### config.mk
export PLATFORM = sky130hd
export DESIGN_NAME = puks
export DESIGN_NICKNAME = d
export VERILOG_FILES = /design/src/mera_pkg.sv /design/src/puks.sv
export SDC_FILE = /design/constraint.sdc
export NUM_CORES = 1
export LEC_CHECK = 0
export BUFFER_PORTS_ARGS = -buffer_cell sky130_fd_sc_hd__clkbuf_2
export CORE_AREA = 2 2 39 41
export CTS_CLUSTER_SIZE = 12
export DETAILED_ROUTE_END_ITERATION = 10
export DIE_AREA = 0 0 41 43
export PLACE_DENSITY = 0.55
export SLEW_MARGIN = 20
export SYNTH_ARGS = -nofsm -noshare
export SYNTH_HDL_FRONTEND = slang
export SYNTH_SLANG_ARGS = --single-unit
export TNS_END_PERCENT = 50
### constraint.sdc
create_clock -name clk_ext -period 4.3 [get_ports clk_ext]
set_clock_uncertainty 0.2 [all_clocks]
set_input_delay 0.215 -clock clk_ext [delete_from_list [all_inputs] [get_ports clk_ext]]
set_output_delay 0.215 -clock clk_ext [all_outputs]
set_load 0.02 [all_outputs]
### src/mera_pkg.sv
// --------------------
// mera-400 slice shared definitions
// word and address types, panel and bus enums,
// timing constants for memory, alarm and power supply
// --------------------

package mera_pkg;

	// data word, bit 0 is the msb as on the real machine
	typedef logic [0:15] word_t;
	// word address inside one segment
	typedef logic [0:15] addr_t;
	// memory segment number
	typedef logic [0:3] nb_t;

	// panel commands
	typedef enum logic [1:0] {
		cmd_load_ar,
		cmd_store,
		cmd_fetch,
		cmd_clear
	} panel_cmd_t;

	// bus master cycle states
	typedef enum logic [1:0] {
		bs_idle,
		bs_strobe,
		bs_wait_ok,
		bs_release
	} bus_state_t;

	// memory present, segment 0 only
	localparam int MEM_WORDS = 2048;
	localparam int MEM_AW = $clog2(MEM_WORDS);

	// timing, all in clk_ext cycles
	localparam int MEM_OK_DLY = 3;
	localparam int ALARM_TICKS = 16;
	localparam int PON_TICKS = 8;
	localparam int CLR_TICKS = 4;

	// shared tick counter, wide enough for the longest delay above
	typedef logic [4:0] tick_t;

endpackage
### src/puks.sv
// --------------------
// power supply sequencer
// holds pon low after reset, then stretches
// panel clear requests into clo pulses
// --------------------

`timescale 1ns/10ps

module puks (
	input logic clk_ext,
	input logic rst_n,
	input logic dcl,
	output logic pon,
	output logic clo
);

	import mera_pkg::*;

	tick_t pon_cnt;
	tick_t clr_cnt;
	logic rcl;

	// merged clear request
	// cpu software clear is not present, so only the panel source is left
	// requests during the power-on hold are already covered by clo
	assign rcl = dcl & pon;

	always_ff @(posedge clk_ext or negedge rst_n) begin
		if (!rst_n) begin
			pon <= 1'b0;
			pon_cnt <= '0;
			clr_cnt <= '0;
		end else begin
			// power-on hold
			if (!pon) begin
				if (pon_cnt == tick_t'(PON_TICKS - 1))
					pon <= 1'b1;
				else
					pon_cnt <= pon_cnt + tick_t'(1);
			end
			// clear pulse stretcher, a new request restarts it
			if (rcl)
				clr_cnt <= tick_t'(CLR_TICKS);
			else if (clr_cnt != '0)
				clr_cnt <= clr_cnt - tick_t'(1);
		end
	end

	// clear during the hold and while the stretcher runs
	assign clo = !pon || (clr_cnt != '0);

	// after the hold, clo only rises in answer to a panel clear
	a_clo_from_dcl: assert property (@(posedge clk_ext) disable iff (!rst_n)
		$rose(clo) |-> pon && $past(dcl));

endmodule

==> metrics <==
critical path depth=6; synth warn=0; Hold WS=0.0226 ns; hold-critical path endpoint=clr_cnt[4]; Leakage Power=0.261 nW; Seq cells post-synth=11; reg2reg setup slack=2.45 ns; GRT Util Overall=13.0%; clk sinks=11; core area=1380 um^2; TritonCTS Buffers=3; final setup violation count=0; pin count of the biggest net entering global routing=12; Layout Nets=63; CP required=3.88 ns; worst-path fanout max=5; first-pass iteration count of the detailed router=2; status=completed; GPL Wtd Cong=0.654; ANT cells=0; peak supply drop=0.192 mV; share of cells above drive strength 1=15.8%; Clock Path Buffers=2; DRC=0; Crit path max-delay family=simple AND/OR/NAND/NOR gates; min cycle time layout=2.25 ns; min-delay worst type=input pin to flop; clock slew at reported path FFs=0.07 ns; I/O Pins=5; WP data arrival=1.84 ns; syn nets=54; initial antenna violation count=0; I/O Buffers=4; Crit. End Element=primary output; Final Hold Vio Count=0; RSZ-0062 raised after global routing=false; met2 GRT Util=17.8%; cell repeated most along the worst path=inv_1; cell at the slowest stage of the critical path=or4b_1; Core Rows=14; fin. max-slew vios=0; CTS root buf=clkbuf_4; sequential area share after synthesis=53.0%; number of global-route vias before repair=346; M3 GR Usage=4.71%; CP Buf/Inv Count=3; period utilization=52.4%; routed len/inst=10.7 um; via count=365; global route overflow=0; Clk Latency, worst-skew pair=0.27 ns; Setup Crit Path Kind=flop to primary output; hold path cells=4; Mapped Area=519 um^2; GR Util met1=16.8%; first-pass GRT wire length=1.46 mm; H-tree depth=1; total of max-cap violations=0; Reg2Reg Depth=4; die width=41 um; Die H=43 um; dpl hpwl=610 um; post-cts resize count=0; Critical Path Source Type=flop; Final ANT Viol Nets=0; Total Neg Setup Slack=0 ns; Die Footprint=1760 um^2; area added between synthesis and finish=13.7%; reg2reg start=clr_cnt[0]; Initial Util=37.5%; P per Cell Area=475 nW/um^2; Iteration-0 DRC Markers=2; gr busiest metal=met2; Slew @ Worst Pin=0.323 ns; CTS tree=done; Post-Syn Instances=49; Highest Clock Rate=444 MHz; FF-to-FF End=clr_cnt[2]; synth unique cells=22; Max transition margin=78.3%; Vias/cell=5.00; crit-path cells=inv_1, ha_1, or4b_1, inv_1, nand2_1, clkbuf_2; max incr delay on CP=0.58 ns; WL final=781 um; hold path start=dcl; Mean Syn Cell Area=10.6 um^2
power by group:
part	total (W)	switching, W	internal (W)	leakage, nW
combinational	0.0000797	0.0000433	0.0000364	0.119
clock	0.0000707	0.0000347	0.0000360	0.0150
sequential	0.000130	0.0000123	0.000118	0.126
state kept, by name, summed over array words and instances, names as in the netlist:
name and flops:
pon 1, clr_cnt 5, pon_cnt 5
cell families (layout without fill, tap and decap cells):
logic type / after synthesis / after routing / share of synthesized area [%]
xor+xnor: 4 / 4 / 6.75
simple gates: 16 / 16 / 17.1
buf+inv: 7 / 15 / 5.30
flops: 11 / 11 / 53.0
mux: 1 / 1 / 2.17
compound gates: 8 / 8 / 10.8
fa+ha+maj: 2 / 2 / 4.82
synth_stat cells:
| cell | count | area, um^2 |
|---|---|---|
| nand3b_1 | 2 | 15.0 |
| buf_2 | 1 | 5.00 |
| a21oi_1 | 2 | 10.0 |
| a211oi_2 | 1 | 12.5 |
| nor3_1 | 1 | 5.00 |
| nand2_1 | 3 | 11.3 |
| xnor2_1 | 2 | 17.5 |
| inv_1 | 6 | 22.5 |
| mux2_2 | 1 | 11.3 |
| nand2b_1 | 2 | 12.5 |
| a31oi_1 | 2 | 12.5 |
| ha_1 | 2 | 25.0 |
| o21ai_0 | 1 | 5.00 |
| o21a_1 | 1 | 7.51 |
| nor2_1 | 4 | 15.0 |
| xor2_1 | 2 | 17.5 |
| nand4b_1 | 1 | 8.76 |
| nand3_1 | 1 | 5.00 |
| a31o_1 | 1 | 8.76 |
| dfrtp_1 | 11 | 275 |
| nor2b_1 | 1 | 6.26 |
| or4b_1 | 1 | 10.0 |
how the worst max path moves through the flow:
stage	start	slack (ns)	end
floorplan	clr_cnt[0]	2.50	clo
global placement	clr_cnt[1]	2.37	clo
detailed placement	clr_cnt[0]	2.33	clo
CTS	clr_cnt[0]	2.02	clo
global route	clr_cnt[1]	1.93	clo
finish	clr_cnt[0]	2.05	clo
per-layer routing:
| layer | vias up | part of all wire [%] |
|---|---|---|
| li1 | 182 | - |
| met1 | 177 | 45 |
| met2 | 4 | 49 |
| met3 | 2 | 3.1 |
| met4 | 0 | 2.7 |
| met5 | - | 0 |
cell usage in the layout (no fill, tap or decap):
master,instances
dfrtp_1,11
inv_1,6
nor2_1,4
clkbuf_2,4
nand2_1,3
clkbuf_4,3
a31oi_1,2
xnor2_1,2
a21oi_1,2
nand3b_1,2
xor2_1,2
nand2b_1,2
ha_1,2
or4b_1,1
nor2b_1,1
nand3_1,1
o21a_1,1
mux2_2,1
nor3_1,1
o21ai_0,1
a31o_1,1
a211oi_2,1
nand4b_1,1
clkbuf_1,1
dlygate4sd3_1,1
repair_timing:
item | in CTS | in global routing
setup buffers | 0 | 0
setup endpoints to repair | 0 | 0
hold buffers | 1 | 0
endpoints found under the hold margin | 11 | 0
worst reg2reg max path, stage by stage (launching register included):
cell and delay [ns]:
dfrtp_1 0.40, inv_1 0.07, ha_1 0.22, or4b_1 0.58, a31o_1 0.27
per-stage QoR:
stage	utilization (%)	instances	total power [W]	setup slack, ns	instance area, um^2
final	42.7	73	0.000280	2.05	591
after global routing	42.7	73	0.000304	1.93	591
after CTS	42.7	73	0.000286	2.02	591
after detailed placement	40.1	68	0.000213	2.33	554
after global placement	40.1	68	0.000212	2.37	554
after floorplan	-	49	0.000196	2.50	519
area by class of cell:
class,instances,area [um^2]
clock buffer,4,26.3
fill,139,793
inverter,6,22.5
multi-input combinational,31,216
sequential,11,275
tap,16,20.0
timing repair buffer,5,30.0
No activity file was read; power rests on OpenSTA's default activity.
