**src/mera_pkg.sv**
```systemverilog
// --------------------
// mera-400 slice shared definitions
// word and address types, panel and bus enums,
// timing constants for memory, alarm and power supply
// --------------------

package mera_pkg;

	// data word, bit 0 is the msb as on the real machine
	typedef logic [0:15] word_t;
	// word address inside one segment
	typedef logic [0:15] addr_t;
	// memory segment number
	typedef logic [0:3] nb_t;

	// panel commands
	typedef enum logic [1:0] {
		cmd_load_ar,
		cmd_store,
		cmd_fetch,
		cmd_clear
	} panel_cmd_t;

	// bus master cycle states
	typedef enum logic [1:0] {
		bs_idle,
		bs_strobe,
		bs_wait_ok,
		bs_release
	} bus_state_t;

	// memory present, segment 0 only
	localparam int MEM_WORDS = 2048;
	localparam int MEM_AW = $clog2(MEM_WORDS);

	// timing, all in clk_ext cycles
	localparam int MEM_OK_DLY = 3;
	localparam int ALARM_TICKS = 16;
	localparam int PON_TICKS = 8;
	localparam int CLR_TICKS = 4;

	// shared tick counter, wide enough for the longest delay above
	typedef logic [4:0] tick_t;

endpackage
```
**src/bus_master.sv**
```systemverilog
// --------------------
// system bus master
// runs one read or write cycle per request,
// waits for ok or gives up on missing memory
// --------------------

`timescale 1ns/10ps

module bus_master (
	input logic clk_ext,
	input logic rst_n,
	input logic clo,
	input logic req,
	input logic req_wr,
	input mera_pkg::nb_t req_nb,
	input mera_pkg::addr_t req_ad,
	input mera_pkg::word_t req_dt,
	output logic cpl,
	output mera_pkg::word_t cpl_dt,
	output logic cpl_fault,
	output logic dr,
	output logic dw,
	output mera_pkg::nb_t dnb,
	output mera_pkg::addr_t dad,
	output mera_pkg::word_t ddt,
	input logic rok,
	input mera_pkg::word_t rdt
);

	import mera_pkg::*;

	bus_state_t state;
	tick_t tick;
	logic open_cyc;
	logic timeout;

	// strobe is out in these two states
	assign open_cyc = (state == bs_strobe) || (state == bs_wait_ok);
	// no ok within the alarm window
	assign timeout = (tick == tick_t'(ALARM_TICKS - 1));

// --------------------
// cycle fsm
// --------------------

	always_ff @(posedge clk_ext or negedge rst_n) begin
		if (!rst_n) begin
			state <= bs_idle;
			dr <= 1'b0;
			dw <= 1'b0;
			tick <= '0;
			cpl <= 1'b0;
			cpl_fault <= 1'b0;
		end else begin
			cpl <= 1'b0;
			if (clo) begin
				// clear aborts any open cycle
				state <= bs_idle;
				dr <= 1'b0;
				dw <= 1'b0;
				tick <= '0;
			end else begin
				case (state)
					bs_idle: begin
						// one cycle at a time, requests only taken here
						if (req) begin
							dr <= !req_wr;
							dw <= req_wr;
							tick <= '0;
							state <= bs_strobe;
						end
					end
					bs_strobe, bs_wait_ok: begin
						if (rok || timeout) begin
							// drop strobe the cycle after ok
							dr <= 1'b0;
							dw <= 1'b0;
							cpl_fault <= !rok;
							state <= bs_release;
						end else begin
							tick <= tick + tick_t'(1);
							state <= bs_wait_ok;
						end
					end
					bs_release: begin
						// memory drops ok with the strobe
						if (!rok) begin
							cpl <= 1'b1;
							state <= bs_idle;
						end
					end
					default: state <= bs_idle;
				endcase
			end
		end
	end

	// bus payload and read data
	always_ff @(posedge clk_ext) begin
		if (state == bs_idle && req) begin
			dnb <= req_nb;
			dad <= req_ad;
			ddt <= req_dt;
		end
		if (open_cyc && rok)
			cpl_dt <= rdt;
	end

	a_one_strobe: assert property (@(posedge clk_ext) disable iff (!rst_n)
		!(dr && dw));

endmodule

```
**config.mk**
```make
export PLATFORM = sky130hd
export DESIGN_NAME = bus_master
export DESIGN_NICKNAME = d
export VERILOG_FILES = /design/src/mera_pkg.sv /design/src/bus_master.sv
export SDC_FILE = /design/constraint.sdc
export NUM_CORES = 1
export LEC_CHECK = 0
export BUFFER_PORTS_ARGS = -buffer_cell sky130_fd_sc_hd__buf_4
export CAP_MARGIN = 20
export CORE_MARGIN = 2
export CORE_UTILIZATION = 44
export CTS_BUF_LIST = sky130_fd_sc_hd__clkbuf_4 sky130_fd_sc_hd__clkbuf_8 sky130_fd_sc_hd__clkbuf_16
export CTS_CLUSTER_SIZE = 16
export DETAILED_ROUTE_END_ITERATION = 6
export PLACE_DENSITY = 0.79
export SLEW_MARGIN = 10
export SYNTH_ARGS = -nofsm -noshare
export SYNTH_HDL_FRONTEND = slang
export SYNTH_SLANG_ARGS = --single-unit
```
**constraint.sdc**
```tcl
create_clock -name clk_ext -period 2.3 [get_ports clk_ext]
set_clock_uncertainty 0.2 [all_clocks]
set_input_delay 0.23 -clock clk_ext [delete_from_list [all_inputs] [get_ports clk_ext]]
set_output_delay 0.23 -clock clk_ext [all_outputs]
set_load 0.01 [all_outputs]
```
==> metrics.txt, run 1 <==
Post-synth EDFFs=52; post-synthesis async set-or-reset flop share=17.5%; synthesized flop and latch total=63; commonest non-fill, non-tap cell in the layout=buf_4; crit path buf inv count=0; Crit. End Element=register; Final Slew Violations=0; largest net degree at the start of global routing=38; critical path peak fanout=5; slowest cell on the critical path=or4_1; status=complete, no violations; die extent in x=74.7 um; CTS resizes=0; TritonCTS clock tree=built; Mapped Area=2200 um^2; H-tree depth=3; Main synth FF type=edfxtp_1; Worst Max-Slew Pin Slew=0.335 ns; RSZ-0062 raised after global routing=no; Final Instance Area=3870 um^2; ant diodes=0; Reg2Reg Capture Point=tick[3]; Mapped Nets=180; Die Span Y=74.7 um; area grow syn2layout=76.1%; vias in the first global route=1854; final net count=361; cell depth of the worst setup path=6; Core Rows=25; final worst path period share=95.7%; first-pass GRT wire length=9070 um; Worst-path clk slew=0.06 ns; CP required=2.35 ns; Initial Util=45.9%; Die ar.=5580 um^2; largest family of logic cells by synthesized area=simple AND/OR/NAND/NOR gates; relative max-transition margin=77.6%; most frequent cells in the layout=buf_4, dlygate4sd3_1, edfxtp_1, dfrtp_1, clkbuf_8; Post-Synth Adder-Cell Area=2.28%; CP endpoint=tick[3]; post-synthesis mux area share=0.455%; cell area power density=866 nW/um^2; Worst-Skew Late Latency=0.32 ns; Inserted Clock Buffers=9; WS Path Type=reg2reg; crit-path max cell delay=0.48 ns; initial drt markers=108; Peak VDD IR=0.554 mV; Routed WL per cell=16.7 um; complex-gate fraction of the synthesized area=5.63%; DP Area=3160 um^2; final wirelength=6180 um; post-synth cell types=28; startpoint types=register; final RePlAce weighted congestion=0.803; Synth Area per Inst=18.6 um^2; layout cell share with drive strength beyond 1=42.9%; total gr overflow=0; Critical Path, Cell by Cell=ha_1 > and3_1 > ha_1 > o21a_1 > or4_1 > a21oi_1; # port buffers=113; Avg Vias per Cell=4.71; root buffer cell=clkbuf_8; FMAX=454 MHz; worst reg2reg setup slack=0.1 ns; number of nets still failing antenna checks after routing=0; Critical Path AT=2.25 ns; Leak=0.00164 uW; Final Hold Vio Count=0; GRT Util Overall=23.0%; Synth Area in XOR/XNOR=0%; Worst path top cell family by delay=simple AND/OR/NAND/NOR gates; fin crit period=2.20 ns; first-pass iteration count of the detailed router=4; Seq/Total Area, Yosys=83.6%; initial antenna violation count=0; worst r2r src=tick[0]; Sink Count=63; Ports=114; worst-case clock buffer depth=2; max-cap check violation count=0; CP Launch Point=tick[0]; Detailed Place HPWL=3380 um; cell count after synthesis=118; Core ar.=4790 um^2; final setup violation count=0; Total Negative Setup Slacks=0 ns; via count=1744; cell repeated most along the worst path=ha_1; worst min path class=in2async; synthesis warning total=0; Simple-Gate Fraction of Synth Area=6.89%; Post-CTS Setup Bufs=0; # DRC=0; FF-to-FF path depth=6
==> cells in the mapped netlist (all sizes together), types with 2 or more instances <==
master   instances  area share [%]
nand3b           3             1.0
ha               4             2.3
o21ai            4            0.91
nand3            2            0.46
nor3b            2            0.68
or4              3             1.0
clkbuf           2            0.34
inv              5            0.85
o31ai            2            0.68
and2             3            0.91
o2bb2ai          2            0.80
a21oi            8             1.8
edfxtp          52              71
dfrtp           11              13
nor2b            3            0.85
==> power breakdown <==
| group | total (uW) | internal, uW | switching, uW |
|---|---|---|---|
| Sequential | 1610 | 1530 | 84.2 |
| Clock | 765 | 369 | 396 |
| Combinational | 980 | 494 | 486 |
==> layer usage <==
layer	vias to the layer above	track usage [%]	wire length (um)	part of all wire, %
met5	-	0	0	0
met4	0	8.73	114	1.8
met3	13	6.43	506	8.2
met2	89	40.7	3170	51
met1	827	26.6	2390	39
li1	815	-	-	-
==> registers in the layout, indices dropped and copies added, names as in the netlist <==
name / flops
cpl_dt: 16
state: 2
dw: 1
ddt: 16
tick: 5
cpl: 1
dnb: 4
dad: 16
cpl_fault: 1
dr: 1
==> per-stage QoR <==
step	util [%]	setup WS (ns)	cells	hold slack, ns	total power, uW
3_5_place_dp	66.0	0.138	299	-0.125	2510
4_1_cts	80.9	0.107	370	0.0674	3340
6_report	80.9	0.0987	370	0.0740	3350
5_1_grt	80.9	0.0110	370	0.0831	3510
3_3_place_gp	66.0	0.186	299	-0.128	2480
2_1_floorplan	-	0.240	118	-0.266	2020
==> cells by family (layout without fill, tap and decap cells) <==
group,count (synthesis),after routing
compound gates,20,20
fa+ha+maj,4,4
buf+inv,7,192
flops,63,63
mux,1,1
simple gates,23,23
==> final cells by class <==
| type | instances | area (um^2) |
|---|---|---|
| sequential | 63 | 1840 |
| timing repair buffer | 172 | 1440 |
| fill | 269 | 915 |
| multi-input combinational | 48 | 335 |
| clock buffer | 9 | 124 |
| tap | 67 | 83.8 |
| clock inverter | 6 | 28.8 |
| inverter | 5 | 18.8 |
==> worst min-delay path by stage <==
stage / slack, ns / depth (start not counted) / from / to
3_5_place_dp: -0.13 / 1 / rst_n / cpl_fault
5_1_grt: 0.08 / 2 / rst_n / state[0]
3_3_place_gp: -0.13 / 1 / rst_n / tick[4]
2_1_floorplan: -0.27 / 0 / rst_n / cpl
4_1_cts: 0.07 / 2 / rst_n / tick[0]
6_report: 0.07 / 2 / rst_n / tick[0]
==> worst register-to-register path, cell delays in order, from the launching register on <==
cell	delay [ns]
dfrtp_1	0.42
ha_1	0.22
and3_1	0.18
ha_1	0.23
o21a_1	0.23
or4_1	0.48
a21oi_1	0.16
==> timing repair <==
item | CTS | global route
endpoints found under the setup margin | 0 | 0
hold endpoints to repair | 70 | 0
hold buffers | 56 | 0
No activity file was read; power rests on OpenSTA's default activity.
==> run 2, diff against run 1 <==
--- a/config.mk
+++ b/config.mk
@@ -5,14 +5,15 @@
 export SDC_FILE = /design/constraint.sdc
 export NUM_CORES = 1
 export LEC_CHECK = 0
+export ABC_AREA = 1
 export BUFFER_PORTS_ARGS = -buffer_cell sky130_fd_sc_hd__buf_4
 export CAP_MARGIN = 20
 export CORE_MARGIN = 2
-export CORE_UTILIZATION = 44
+export CORE_UTILIZATION = 45
 export CTS_BUF_LIST = sky130_fd_sc_hd__clkbuf_4 sky130_fd_sc_hd__clkbuf_8 sky130_fd_sc_hd__clkbuf_16
 export CTS_CLUSTER_SIZE = 16
 export DETAILED_ROUTE_END_ITERATION = 6
-export PLACE_DENSITY = 0.79
+export PLACE_DENSITY = 0.8
 export SLEW_MARGIN = 10
 export SYNTH_ARGS = -nofsm -noshare
 export SYNTH_HDL_FRONTEND = slang
==> run 2 against run 1 <==
Net effect:
- via count increased by 4.8%
- die area increased by 0.38%
- utilization increased by 2.4 points
- hold slack got worse by 0.011 ns
- sequential power increased by 6%
- combinational power increased by 12%
- highest routed layer unchanged
- count of clock-buffer cells in the layout increased by 1
- synthesized area increased by 2.7%
- sequential share of layout area decreased by 1.3 points
- maximum frequency increased by 16%
- wire length increased by 12%
==> metrics.txt, run 2 <==
status=complete, no violations; sw frac=30.3% (+1.5 points); Ports=114 (unchanged); post-synthesis async set-or-reset flop share=17.5% (unchanged); synthesized flop and latch total=63 (unchanged); final RePlAce weighted congestion=0.808 (+0.59%); max-cap check violation count=0 (unchanged); worst min path class=in2async; final cell count without fillers=390 (+5.4%); first-pass iteration count of the detailed router=6 (+2); Die ar.=5600 um^2 (+0.38%); layout cell share with drive strength beyond 1=47.4% (+4.5 points); CP Launch Point=state[0]; commonest non-fill, non-tap cell in the layout=buf_4; H-tree depth=3 (unchanged); top cells by area, synth=edfxtp_1, dfrtp_1, nand2_1; cell count after synthesis=136 (+15%); root buffer cell=clkbuf_8; leading area contributor after synthesis=edfxtp_1; Worst-Skew Late Latency=0.32 ns (about the same); Post-synth EDFFs=52 (unchanged); final setup violation count=0 (unchanged); area grow syn2layout=76.5%; Critical Path, Cell by Cell=inv_1 > ha_1 > nand2_1 > inv_1; Initial Util=47.2% (+1.2 points); Routed WL per cell=17.7 um (+6.0%); Total Negative Setup Slacks=0 ns (unchanged); Final Slew Violations=0 (unchanged); Core Rows=25 (unchanged); FF-to-FF path depth=4 (-2); die extent in x=74.8 um (+0.19%); final net count=380 (+5.3%); worst-case clock buffer depth=2 (unchanged); Critical Path AT=1.65 ns (-0.60 ns); post-synth cell types=19 (-32%); cell area power density=971 nW/um^2 (+12%); slowest cell on the critical path=inv_1; Inserted Clock Buffers=9 (unchanged); Sink Count=63 (unchanged); worst reg2reg setup slack=0.41 ns (+0.31 ns); total gr overflow=0 (unchanged); largest net degree at the start of global routing=37 (-2.6%); Detailed Place HPWL=3790 um (+12%); final wirelength=6900 um (+12%); Core ar.=4790 um^2 (unchanged); critical path peak fanout=16 (+11); Seq/Total Area, Yosys=81.4% (-2.2 points); combinational power share=28.4% (-0.8 points); # port buffers=113 (unchanged); top-count cell post-synth=edfxtp_1; Mapped Nets=198 (+10%); RSZ-0062 raised after global routing=no; final worst path period share=82.3% (-13 points); Leak=0.00175 uW (+7.0%); ant diodes=0 (unchanged); Yosys top cell area share=69.2% (-1.9 points); vias in the first global route=1870 (+0.86%); Worst Max-Slew Pin Slew=0.614 ns (+0.279 ns); Reg2Reg Capture Point=cpl_dt[8]; fin crit period=1.89 ns (-0.309 ns); fillcell total=248 (-7.8%); sw power=1170 uW (+21%); worst setup margin=0.408 ns (+0.309 ns); CP required=2.06 ns (-0.29 ns); CP endpoint=cpl_dt[8]; # DRC=0 (unchanged); Main synth FF type=edfxtp_1; Seq pwr share=43.9% (-4.1 points); Top Registers=cpl_dt: 16 flops, dad: 16 flops, ddt: 16 flops; internal power=2700 uW (+13%); Mapped Area=2260 um^2 (+2.7%); TritonCTS clock tree=built; GRT Util Overall=25.3% (+2.3 points); Worst-path clk slew=0.07 ns (about the same); Peak VDD IR=0.699 mV (+26%); via count=1827 (+4.8%); most frequent cells in the layout=buf_4, dlygate4sd3_1, edfxtp_1, nand2_1, dfrtp_1; Final Hold Vio Count=0 (unchanged); Post-synth top cells=edfxtp_1, nand2_1, dfrtp_1; worst r2r src=state[0]; synthesis warning total=0 (unchanged); Crit. End Element=register; initial antenna violation count=0 (unchanged); Cells after DPL=317 (+6.0%); Finished Core Util=83.2% (+2.4 points); Die Span Y=74.8 um (+0.19%); number of nets still failing antenna checks after routing=0 (unchanged); Avg Vias per Cell=4.68 (-0.61%); FMAX=529 MHz (+16%); WS Path Type=reg2reg; initial drt markers=125 (+16%); first-pass GRT wire length=9770 um (+7.7%); Pwr Total=3870 uW (+15%); startpoint types=register; pre-CTS WS=0.434 ns (+0.296 ns); crit-path max cell delay=0.45 ns (-0.03 ns); relative max-transition margin=59.0% (-19 points); Clk network pwr share=27.7% (+4.9 points); cell repeated most along the worst path=inv_1; Synth Area per Inst=16.6 um^2 (-11%)
==> run 2: repair_timing <==
| action | 4_1_cts | 5_1_grt |
|---|---|---|
| buffers inserted | 0 | 0 |
| endpoints found under the hold margin | 67 | 0 |
| resized for setup | 0 | 0 |
| hold buffers | 57 | 0 |
==> run 2: how the worst min path moves through the flow <==
stage | endpoint | slack (ns)
6_report | state[0] | 0.06
5_1_grt | state[1] | 0.07
4_1_cts | cpl_fault | 0.05
3_5_place_dp | tick[4] | -0.13
3_3_place_gp | tick[0] | -0.13
2_1_floorplan | cpl | -0.27
==> run 2: cell type report <==
class / instances / area [um^2] / share of cell area, %
Sequential cell: 63 / 1840 / 46.1
Clock buffer: 10 / 131 / 3.30
Inverter: 14 / 55.1 / 1.38
Tap cell: 67 / 83.8 / 2.10
Clock inverter: 6 / 85.1 / 2.14
Timing Repair Buffer: 171 / 1430 / 35.8
Multi-Input combinational cell: 59 / 365 / 9.17
==> run 2: kinds of logic after synthesis <==
family | after synthesis | share of synthesized area (%)
AO/OA/AOI/OAI | 6 | 1.83
adder cells (fa/ha/maj) | 4 | 2.22
buffers and inverters | 14 | 2.44
AND/OR/NAND/NOR | 49 | 12.1
flip-flops | 63 | 81.4
==> run 2: power by group through the flow <==
| stage | sequential, uW | combinational, uW | clock (uW) |
|---|---|---|---|
| 5_1_grt | 1720 | 1180 | 1130 |
| 3_3_place_gp | 1680 | 992 | 0 |
| 2_1_floorplan | 1810 | 371 | 0 |
| 4_1_cts | 1670 | 1090 | 1050 |
| 3_5_place_dp | 1690 | 1010 | 0 |
| 6_report | 1700 | 1100 | 1070 |
==> run 2: routing by layer <==
metal / part of all wire, % / global-route usage, %
met1: 40 / 31.4
met5: 0 / 0
met4: 1.7 / 10.3
met3: 8.5 / 7.63
met2: 50 / 41.6
==> run 2: through the flow <==
step	area [um^2]	hold slack, ns
3_3_place_gp	3200	-0.127
5_1_grt	3980	0.0711
4_1_cts	3980	0.0497
3_5_place_dp	3200	-0.125
6_report	3980	0.0628
2_1_floorplan	2260	-0.266
==> run 2: critical path, delay by kind of cell, from the launching register on <==
kind          cells  cell delay (ns)
flops             1             0.38
simple gates      1             0.07
buf+inv           2             0.50
fa+ha+maj         1             0.36
