File: config.mk
export PLATFORM = sky130hd
export DESIGN_NAME = panel_ctl
export DESIGN_NICKNAME = d
export VERILOG_FILES = /design/src/mera_pkg.sv /design/src/panel_ctl.sv
export SDC_FILE = /design/constraint.sdc
export NUM_CORES = 1
export LEC_CHECK = 0
export ABC_AREA = 0
export BUFFER_PORTS_ARGS = -buffer_cell sky130_fd_sc_hd__buf_4
export CAP_MARGIN = 0
export CORE_ASPECT_RATIO = 0.5
export CORE_UTILIZATION = 46
export CTS_CLUSTER_SIZE = 14
export DETAILED_ROUTE_END_ITERATION = 10
export HOLD_SLACK_MARGIN = 0.12
export PLACE_DENSITY = 0.75
export REMOVE_ABC_BUFFERS = 1
export SLEW_MARGIN = 20
export SYNTH_ARGS = -nofsm -noshare
export SYNTH_HDL_FRONTEND = slang
export SYNTH_SLANG_ARGS = --single-unit
File: constraint.sdc
create_clock -name clk_ext -period 6.85 [get_ports clk_ext]
set_input_delay 1.0275 -clock clk_ext [delete_from_list [all_inputs] [get_ports clk_ext]]
set_output_delay 1.0275 -clock clk_ext [all_outputs]
set_load 0.01 [all_outputs]
File: src/mera_pkg.sv
// --------------------
// mera-400 slice shared definitions
// word and address types, panel and bus enums,
// timing constants for memory, alarm and power supply
// --------------------

package mera_pkg;

	// data word, bit 0 is the msb as on the real machine
	typedef logic [0:15] word_t;
	// word address inside one segment
	typedef logic [0:15] addr_t;
	// memory segment number
	typedef logic [0:3] nb_t;

	// panel commands
	typedef enum logic [1:0] {
		cmd_load_ar,
		cmd_store,
		cmd_fetch,
		cmd_clear
	} panel_cmd_t;

	// bus master cycle states
	typedef enum logic [1:0] {
		bs_idle,
		bs_strobe,
		bs_wait_ok,
		bs_release
	} bus_state_t;

	// memory present, segment 0 only
	localparam int MEM_WORDS = 2048;
	localparam int MEM_AW = $clog2(MEM_WORDS);

	// timing, all in clk_ext cycles
	localparam int MEM_OK_DLY = 3;
	localparam int ALARM_TICKS = 16;
	localparam int PON_TICKS = 8;
	localparam int CLR_TICKS = 4;

	// shared tick counter, wide enough for the longest delay above
	typedef logic [4:0] tick_t;

endpackage
File: src/panel_ctl.sv
// --------------------
// control panel
// decodes operator commands, keeps ar, nb and the
// display word, runs store and fetch through the bus master
// --------------------

`timescale 1ns/10ps

module panel_ctl (
	input logic clk_ext,
	input logic rst_n,
	input logic pon,
	input logic clo,
	input logic cmd_stb,
	input mera_pkg::panel_cmd_t cmd,
	input mera_pkg::word_t kl,
	input mera_pkg::nb_t kl_nb,
	output logic req,
	output logic req_wr,
	output mera_pkg::nb_t req_nb,
	output mera_pkg::addr_t req_ad,
	output mera_pkg::word_t req_dt,
	input logic cpl,
	input mera_pkg::word_t cpl_dt,
	input logic cpl_fault,
	output logic dcl,
	output mera_pkg::word_t w,
	output mera_pkg::addr_t ar,
	output mera_pkg::nb_t nb,
	output logic busy,
	output logic done,
	output logic alarm
);

	import mera_pkg::*;

	panel_cmd_t op;
	logic clo_seen;
	logic accept;

	// commands are dropped while busy or before power is good
	assign accept = cmd_stb && pon && !busy;

	always_ff @(posedge clk_ext or negedge rst_n) begin
		if (!rst_n) begin
			busy <= 1'b0;
			done <= 1'b0;
			req <= 1'b0;
			dcl <= 1'b0;
			alarm <= 1'b0;
			ar <= '0;
			nb <= '0;
			w <= '0;
			op <= cmd_load_ar;
			clo_seen <= 1'b0;
		end else begin
			// strobes last one cycle
			req <= 1'b0;
			dcl <= 1'b0;
			done <= 1'b0;
			// done is the last busy cycle
			if (done)
				busy <= 1'b0;
			if (accept) begin
				busy <= 1'b1;
				op <= cmd;
				clo_seen <= 1'b0;
				case (cmd)
					cmd_load_ar: begin
						ar <= kl;
						nb <= kl_nb;
						done <= 1'b1;
					end
					cmd_store, cmd_fetch: req <= 1'b1;
					default: dcl <= 1'b1;
				endcase
			end else if (busy && !done) begin
				case (op)
					cmd_store, cmd_fetch: begin
						if (cpl) begin
							done <= 1'b1;
							// a fault leaves w and ar alone
							if (cpl_fault) begin
								alarm <= 1'b1;
							end else begin
								ar <= ar + addr_t'(1);
								if (op == cmd_fetch)
									w <= cpl_dt;
							end
						end
					end
					cmd_clear: begin
						// wait for the clear pulse to come and go
						if (clo)
							clo_seen <= 1'b1;
						else if (clo_seen)
							done <= 1'b1;
					end
					default: ;
				endcase
			end
			// clear wins over everything, w survives
			if (clo) begin
				ar <= '0;
				nb <= '0;
				alarm <= 1'b0;
			end
		end
	end

	// request payload, sampled with req
	always_ff @(posedge clk_ext) begin
		if (accept) begin
			req_wr <= (cmd == cmd_store);
			req_nb <= nb;
			req_ad <= ar;
			req_dt <= kl;
		end
	end

	a_done_in_busy: assert property (@(posedge clk_ext) disable iff (!rst_n)
		done |-> busy);

endmodule

==> results of run 1 <==
==> final cells by class <==
type / instances / area, um2
fill: 507 / 2160
sequential: 81 / 2210
clock buffer: 11 / 253
tap: 92 / 115
multi-input combinational: 146 / 1020
inverter: 12 / 45.0
timing repair buffer: 123 / 923
clock inverter: 5 / 101
==> Yosys cell counts (3+ instances only) <==
cell | number | area share (%)
dfrtp_1 | 44 | 33
edfxtp_1 | 37 | 34
mux2_2 | 16 | 5.4
o21ai_0 | 16 | 2.4
a21oi_1 | 15 | 2.3
nand2_1 | 14 | 1.6
nor2_1 | 14 | 1.6
inv_1 | 11 | 1.2
nand3_1 | 11 | 1.7
o2bb2ai_1 | 9 | 2.4
ha_1 | 7 | 2.6
nor4_1 | 6 | 1.1
a22oi_1 | 5 | 1.1
nor3_1 | 5 | 0.76
buf_2 | 3 | 0.45
o31ai_1 | 3 | 0.68
==> cell families (layout without fill, tap and decap cells) <==
family | count (synthesis) | after routing | synth area share (%)
muxes | 17 | 17 | 5.74
AOI/OAI and AO/OA | 59 | 59 | 12.1
adders and majority gates | 7 | 7 | 2.64
and+or+nand+nor | 63 | 63 | 10.3
buffers and inverters | 20 | 151 | 2.49
DFF | 81 | 81 | 66.8
==> power breakdown <==
group	internal [uW]	switching (uW)	leakage, uW
Combinational	202	188	0.000952
Sequential	618	70.3	0.000922
Clock	374	175	0.000169
==> path summary, 6_finish.rpt <==
check / startpoint / end / slack (ps) / cells past startpoint
hold reg to reg: nb[2]$_DFFE_PN0P_ / req_nb[2]$_DFFE_PP_ / 490 / 0
max in group asynchronous: rst_n / w[11]$_DFFE_PN0P_ / 5780 / 1
setup / recovery: pon / ar[5]$_DFFE_PN0P_ / 4290 / 7
min in group asynchronous: rst_n / ar[7]$_DFFE_PN0P_ / 680 / 1
setup reg to reg: busy$_DFFE_PN0P_ / ar[5]$_DFFE_PN0P_ / 4550 / 6
hold / removal: nb[2]$_DFFE_PN0P_ / req_nb[2]$_DFFE_PP_ / 490 / 0
==> worst reg2reg max path: stages (launching register included) <==
cell      delay, ps
dfrtp_1         410
nand3b_1        310
inv_2           120
buf_4           690
a221oi_2        290
o21ai_0         230
o21ai_0         120
==> cell usage in the layout (no fill, tap or decap), drive strengths merged, types with 2 or more instances in the layout <==
master / count
buf: 123
dfrtp: 44
edfxtp: 37
o21ai: 16
mux2: 16
a21oi: 15
nand2: 15
nor2: 14
inv: 12
nand3: 11
clkbuf: 11
o2bb2ai: 9
ha: 7
nor4: 6
nor3: 6
a22oi: 5
o31ai: 3
bufinv: 3
o22ai: 3
nand4: 3
a32oi: 2
and2: 2
==> state kept, by name, summed over array words and instances, names as in the netlist <==
| signal | count |
|---|---|
| dcl | 1 |
| busy | 1 |
| req | 1 |
| req_ad | 16 |
| alarm | 1 |
| ar | 16 |
| clo_seen | 1 |
| done | 1 |
| req_wr | 1 |
| nb | 4 |
| w | 16 |
| req_nb | 4 |
| req_dt | 16 |
| op | 2 |
==> per-layer routing <==
metal	up-vias	GRT usage (%)	share of wire, %
met3	8	6.20	5.7
met1	1238	22.5	40
li1	1177	-	-
met5	-	0	0
met4	0	7.05	1.2
met2	82	35.3	53
==> metrics by stage <==
| stage | area (um2) | util [%] | setup slack, ps | hold slack, ps | cells |
|---|---|---|---|---|---|
| after floorplan | 3270 | - | 3980 | 463 | 239 |
| after global routing | 4670 | 68.4 | 4100 | 490 | 470 |
| after detailed placement | 4310 | 63.1 | 3920 | 473 | 454 |
| final | 4670 | 68.4 | 4290 | 489 | 470 |
| after global placement | 4310 | 63.1 | 4090 | 469 | 454 |
| after CTS | 4670 | 68.3 | 4280 | 486 | 470 |
==> flow_metrics.tcl, run 1 <==
set metrics [dict create \
    synth_seq_cells 81 \
    grt_pass1_vias 2369 \
    ir_drop_mv 0.265 \
    cts_buffer_depth 2 \
    die_y_um 62 \
    cp_slowest_cell "buf_4" \
    hold_viol_final 0 \
    tns_ps 0 \
    cts_setup_buffers 0 \
    ys_async_sr_fraction_pct 54.3 \
    ys_seq_area_share_pct 66.8 \
    crit_family "buffers and inverters" \
    hold_class "reg2reg" \
    grt.total_usage_pct 19.5 \
    ant_nets 0 \
    drive_gt1_share_pct 43.4 \
    slowest_delay_ps 690 \
    drt-vias-per-instance 5.33 \
    fin_crit_sh_pct 37.4 \
    drc 0 \
    path_max_fanout 81 \
    path_cells "buf_4 -> nand3b_1 -> inv_2 -> buf_4 -> a221oi_2 -> o21ai_0 -> o21ai_0" \
    grt_pass1_wl_um 11000 \
    arrival_ps 2760 \
    finalPower_uw 1630 \
    gr-total-overflow 0 \
    outcome "complete, no violations" \
    syn_area_um2 3310 \
    grt_max_degree 82 \
    fmax_mhz 390 \
    slew_viol_final 0 \
    clkLatencyLatePin_ps 330 \
    syn-instance-count 247 \
    worst_slew_pin_slew_ps 861 \
    fin_skew_ps 5.23 \
    die_x_um 122 \
    crit_buf_inv 3 \
    clkSinkCount 81 \
    firstDrtPassIters 4 \
    numCtsBuffers 9 \
    num_antenna_cells 0 \
    cts-hold-fix-buffers 0 \
    required_ps 7050 \
    yosys_warnings 0 \
    period_needed_ps 2560 \
    hpwl_um 5100 \
    row_count 21 \
    grt_antenna_before_repair 0 \
    synth_edf_count 37 \
    cts_htree_levels 3 \
    cp-end-kind "flip-flop" \
    gp_congestion 0.816 \
    rsz0062_at_grt "no" \
    synth_ff_type "dfrtp_1" \
    maxCapViolations 0 \
    setup_viol 0 \
    routed_wl_um 7350 \
    worstSetupPathType "in2reg" \
    power.density_nw_per_um2 348 \
    drtIter0Drc 129 \
    cts_tree "done" \
    cts_root_buf "clkbuf_16" \
    syn-mean-instance-area_um2 13.4 \
    start_kind "primary input" \
    layout.nets 425 \
    core_area_um2 6830 \
    maxSlewHeadroom_pct 42.6 \
    port_buffers 122 \
    die_area_um2 7560 \
    ctsResizeCount 0 \
    initial_core_util_pct 48.5 \
    syn_to_final_growth_pct 41.1 \
    clkTransAtPathRegs_ps 60 \
    synth_cell_type_count 42 \
    wire_per_inst_um 15.6 \
    num_vias 2505 \
    power.leakage_uw 0.00204 \
    io_pins 123 \
]
(Power assumes the default switching activity.)
==> run 2, diff against run 1 <==
--- a/config.mk
+++ b/config.mk
@@ -5,7 +5,7 @@
 export SDC_FILE = /design/constraint.sdc
 export NUM_CORES = 1
 export LEC_CHECK = 0
-export ABC_AREA = 0
+export ABC_AREA = 1
 export BUFFER_PORTS_ARGS = -buffer_cell sky130_fd_sc_hd__buf_4
 export CAP_MARGIN = 0
 export CORE_ASPECT_RATIO = 0.5
==> constraint.sdc (replaced) <==
create_clock -name clk_ext -period 2.6 [get_ports clk_ext]
set_input_delay 0.39 -clock clk_ext [delete_from_list [all_inputs] [get_ports clk_ext]]
set_output_delay 0.39 -clock clk_ext [all_outputs]
set_load 0.01 [all_outputs]
==> run 2 against run 1 <==
Net effect:
- first-iteration DRC count rose by 47%
- non-clock buffer count rose by 1
- sequential share of layout area decreased by 1.4 points
- register-to-register slack worse by 3500 ps
- clock power up 130%
- via count increased by 3.8%
- synthesized area is 5.4% higher
- combinational power rose to 3.1 times the previous value
- synthesized cell count rose by 25%
==> flow_metrics.tcl, run 2 <==
set metrics [dict create \
    cp-end-kind "flip-flop" \
    synth_top_area_share_pct 31.8 \
    hpwl_um 5140 \
    synthTopCellsByCount "nand2_1, dfrtp_1, edfxtp_1, nor2_1, inv_1" \
    clkTransAtPathRegs_ps 60 \
    slowest_delay_ps 440 \
    grt_pass1_vias 2510 \
    cts_root_buf "clkbuf_16" \
    pwr-share-comb_pct 27.7 \
    grt_max_degree 45 \
    yosysMostFrequentCell "nand2_1" \
    cts_buffer_depth 2 \
    drive_gt1_share_pct 37.9 \
    num_antenna_cells 0 \
    worst_slew_pin_slew_ps 571 \
    syn_area_um2 3490 \
    rsz0062_at_grt "no" \
    die_y_um 63.6 \
    reg2reg_to "ar[10]$_DFFE_PN0P_" \
    clkLatencyLatePin_ps 330 \
    synth_ff_type "dfrtp_1" \
    outcome "complete, no violations" \
    period_needed_ps 1570 \
    hold_class "in2reg" \
    power.density_nw_per_um2 914 \
    fin_crit_sh_pct 60.5 \
    synth_seq_cells 81 \
    synth_cell_type_count 29 \
    setup_viol 0 \
    clockPowerShare_pct 29.4 \
    grt_pass1_wl_um 12100 \
    grt_use_met2_pct 33.4 \
    use_met3_pct 5.61 \
    ir_drop_mv 0.508 \
    hold_depth 1 \
    p_int_uw 3140 \
    tns_ps 0 \
    fin_skew_ps 6.26 \
    die_x_um 125 \
    drtIter0Drc 190 \
    r2r_start "busy$_DFFE_PN0P_" \
    gr-total-overflow 0 \
    clkSinkCount 81 \
    num_vias 2601 \
    seqPwrFrac_pct 42.9 \
    p_sw_uw 1260 \
    p_sw_share_pct 28.6 \
    io_pins 123 \
    gp_congestion 0.779 \
    final_cell_mix "buf_4, nand2_1, dfrtp_1, edfxtp_1, nor2_1" \
    finalPower_uw 4400 \
    initial_core_util_pct 47.7 \
    maxCapViolations 0 \
    firstDrtPassIters 6 \
    yosys_warnings 0 \
    drc 0 \
    numCtsBuffers 9 \
    layout.nets 493 \
    ys_async_sr_fraction_pct 54.3 \
    row_count 22 \
    grt_antenna_before_repair 0 \
    wire_per_inst_um 13.6 \
    hold_viol_final 0 \
    path_max_fanout 10 \
    reg2reg_depth 7 \
    synth.area.top_cells "edfxtp_1, dfrtp_1, nand2_1" \
    ys_seq_area_share_pct 63.4 \
    cts_htree_levels 3 \
    path_cells "inv_1 -> nand3_2 -> nor2_4 -> inv_2 -> nor2_1 -> nor2_1 -> a21oi_1" \
    drt-vias-per-instance 4.80 \
    synth_top_area_cell "edfxtp_1" \
    maxSlewHeadroom_pct 61.9 \
    crit_family "simple AND/OR/NAND/NOR gates" \
    syn_to_final_growth_pct 38.1 \
    power.leakage_uw 0.00233 \
    core_area_um2 7320 \
    worstSetupPathType "reg2reg" \
    arrival_ps 1820 \
    met1_usage_pct 24.7 \
    die_area_um2 7960 \
    grt-busiest-layer "met2" \
    worst_hold_startpoint "kl[13]" \
    cts_tree "done" \
    required_ps 2850 \
    min_to "req_dt[13]$_DFFE_PP_" \
    port_buffers 122 \
    crit_buf_inv 2 \
    crit_top_cell "nor2_1" \
    rrSetupSlack_ps 1030 \
    routed_wl_um 7350 \
    ant_nets 0 \
    cp_slowest_cell "dfrtp_1" \
    final_common_cell "buf_4" \
    start_kind "flip-flop" \
    slew_viol_final 0 \
    ctsResizeCount 0 \
    syn-mean-instance-area_um2 11.3 \
    syn-instance-count 309 \
    grt.total_usage_pct 19.8 \
    fmax_mhz 636 \
    synth_edf_count 37 \
]
run 2: cell count changes in the layout (fill, tap and decap cells not counted), sizes merged, moves of 3 or more:
cell,before,now
nor4,6,0
o2bb2ai,9,0
o31ai,3,0
nand3,11,14
nor3,6,3
xnor2,0,5
nand2,15,72
o22ai,3,0
a21oi,15,10
nor2,14,37
inv,12,33
run 2: what timing repair did:
item | CTS | global route
endpoints found under the hold margin | 44 | 0
hold buffers | 1 | 0
setup buffers | 0 | 0
run 2: how the worst max path moves through the flow:
stage | cells past startpoint | startpoint | end
floorplan | 8 | busy$_DFFE_PN0P_ | ar[10]$_DFFE_PN0P_
global placement | 10 | cmd[0] | ar[9]$_DFFE_PN0P_
detailed placement | 10 | cmd[0] | ar[9]$_DFFE_PN0P_
CTS | 7 | busy$_DFFE_PN0P_ | ar[10]$_DFFE_PN0P_
global route | 7 | busy$_DFFE_PN0P_ | ar[10]$_DFFE_PN0P_
finish | 7 | busy$_DFFE_PN0P_ | ar[10]$_DFFE_PN0P_
run 2: cell type report:
type | count | area, um2
inverter | 33 | 126
multi-input combinational | 192 | 1120
clock inverter | 3 | 65.1
sequential | 81 | 2210
fill | 579 | 2500
timing repair buffer | 124 | 933
clock buffer | 13 | 240
tap | 96 | 120
run 2: stage by stage:
stage                     instance area [um2]  hold WS (ps)  setup WS (ps)  instances  utilization [%]
after CTS                                4820           236           1010        542             65.8
after floorplan                          3460          94.4            212        306                -
after global routing                     4820           229            893        542             65.8
after detailed placement                 4500           426            941        525             61.5
final                                    4820           246           1030        542             65.8
after global placement                   4500           426            999        525             61.5
run 2: cells by family after synthesis:
group	Yosys count	share of synthesized area [%]
fa+ha+maj	7	2.51
simple gates	131	16.5
buf+inv	36	4.59
flops	81	63.4
xor+xnor	5	1.25
compound gates	33	5.49
mux	16	6.24
run 2: power by group through the flow:
| stage | Combinational, uW | Sequential [uW] | Clock [uW] |
|---|---|---|---|
| after floorplan | 519 | 2000 | 0 |
| after global placement | 1210 | 1900 | 0 |
| after detailed placement | 1220 | 1910 | 0 |
| after CTS | 1230 | 1890 | 1330 |
| after global routing | 1330 | 1930 | 1390 |
| final | 1220 | 1890 | 1290 |
run 2: layer usage:
layer / vias to the layer above / wire length, um / part of all wire (%)
met4: 0 / 31 / 0.42
met3: 4 / 320 / 4.4
met1: 1252 / 3320 / 45
li1: 1287 / - / -
met2: 58 / 3680 / 50
met5: - / 0 / 0
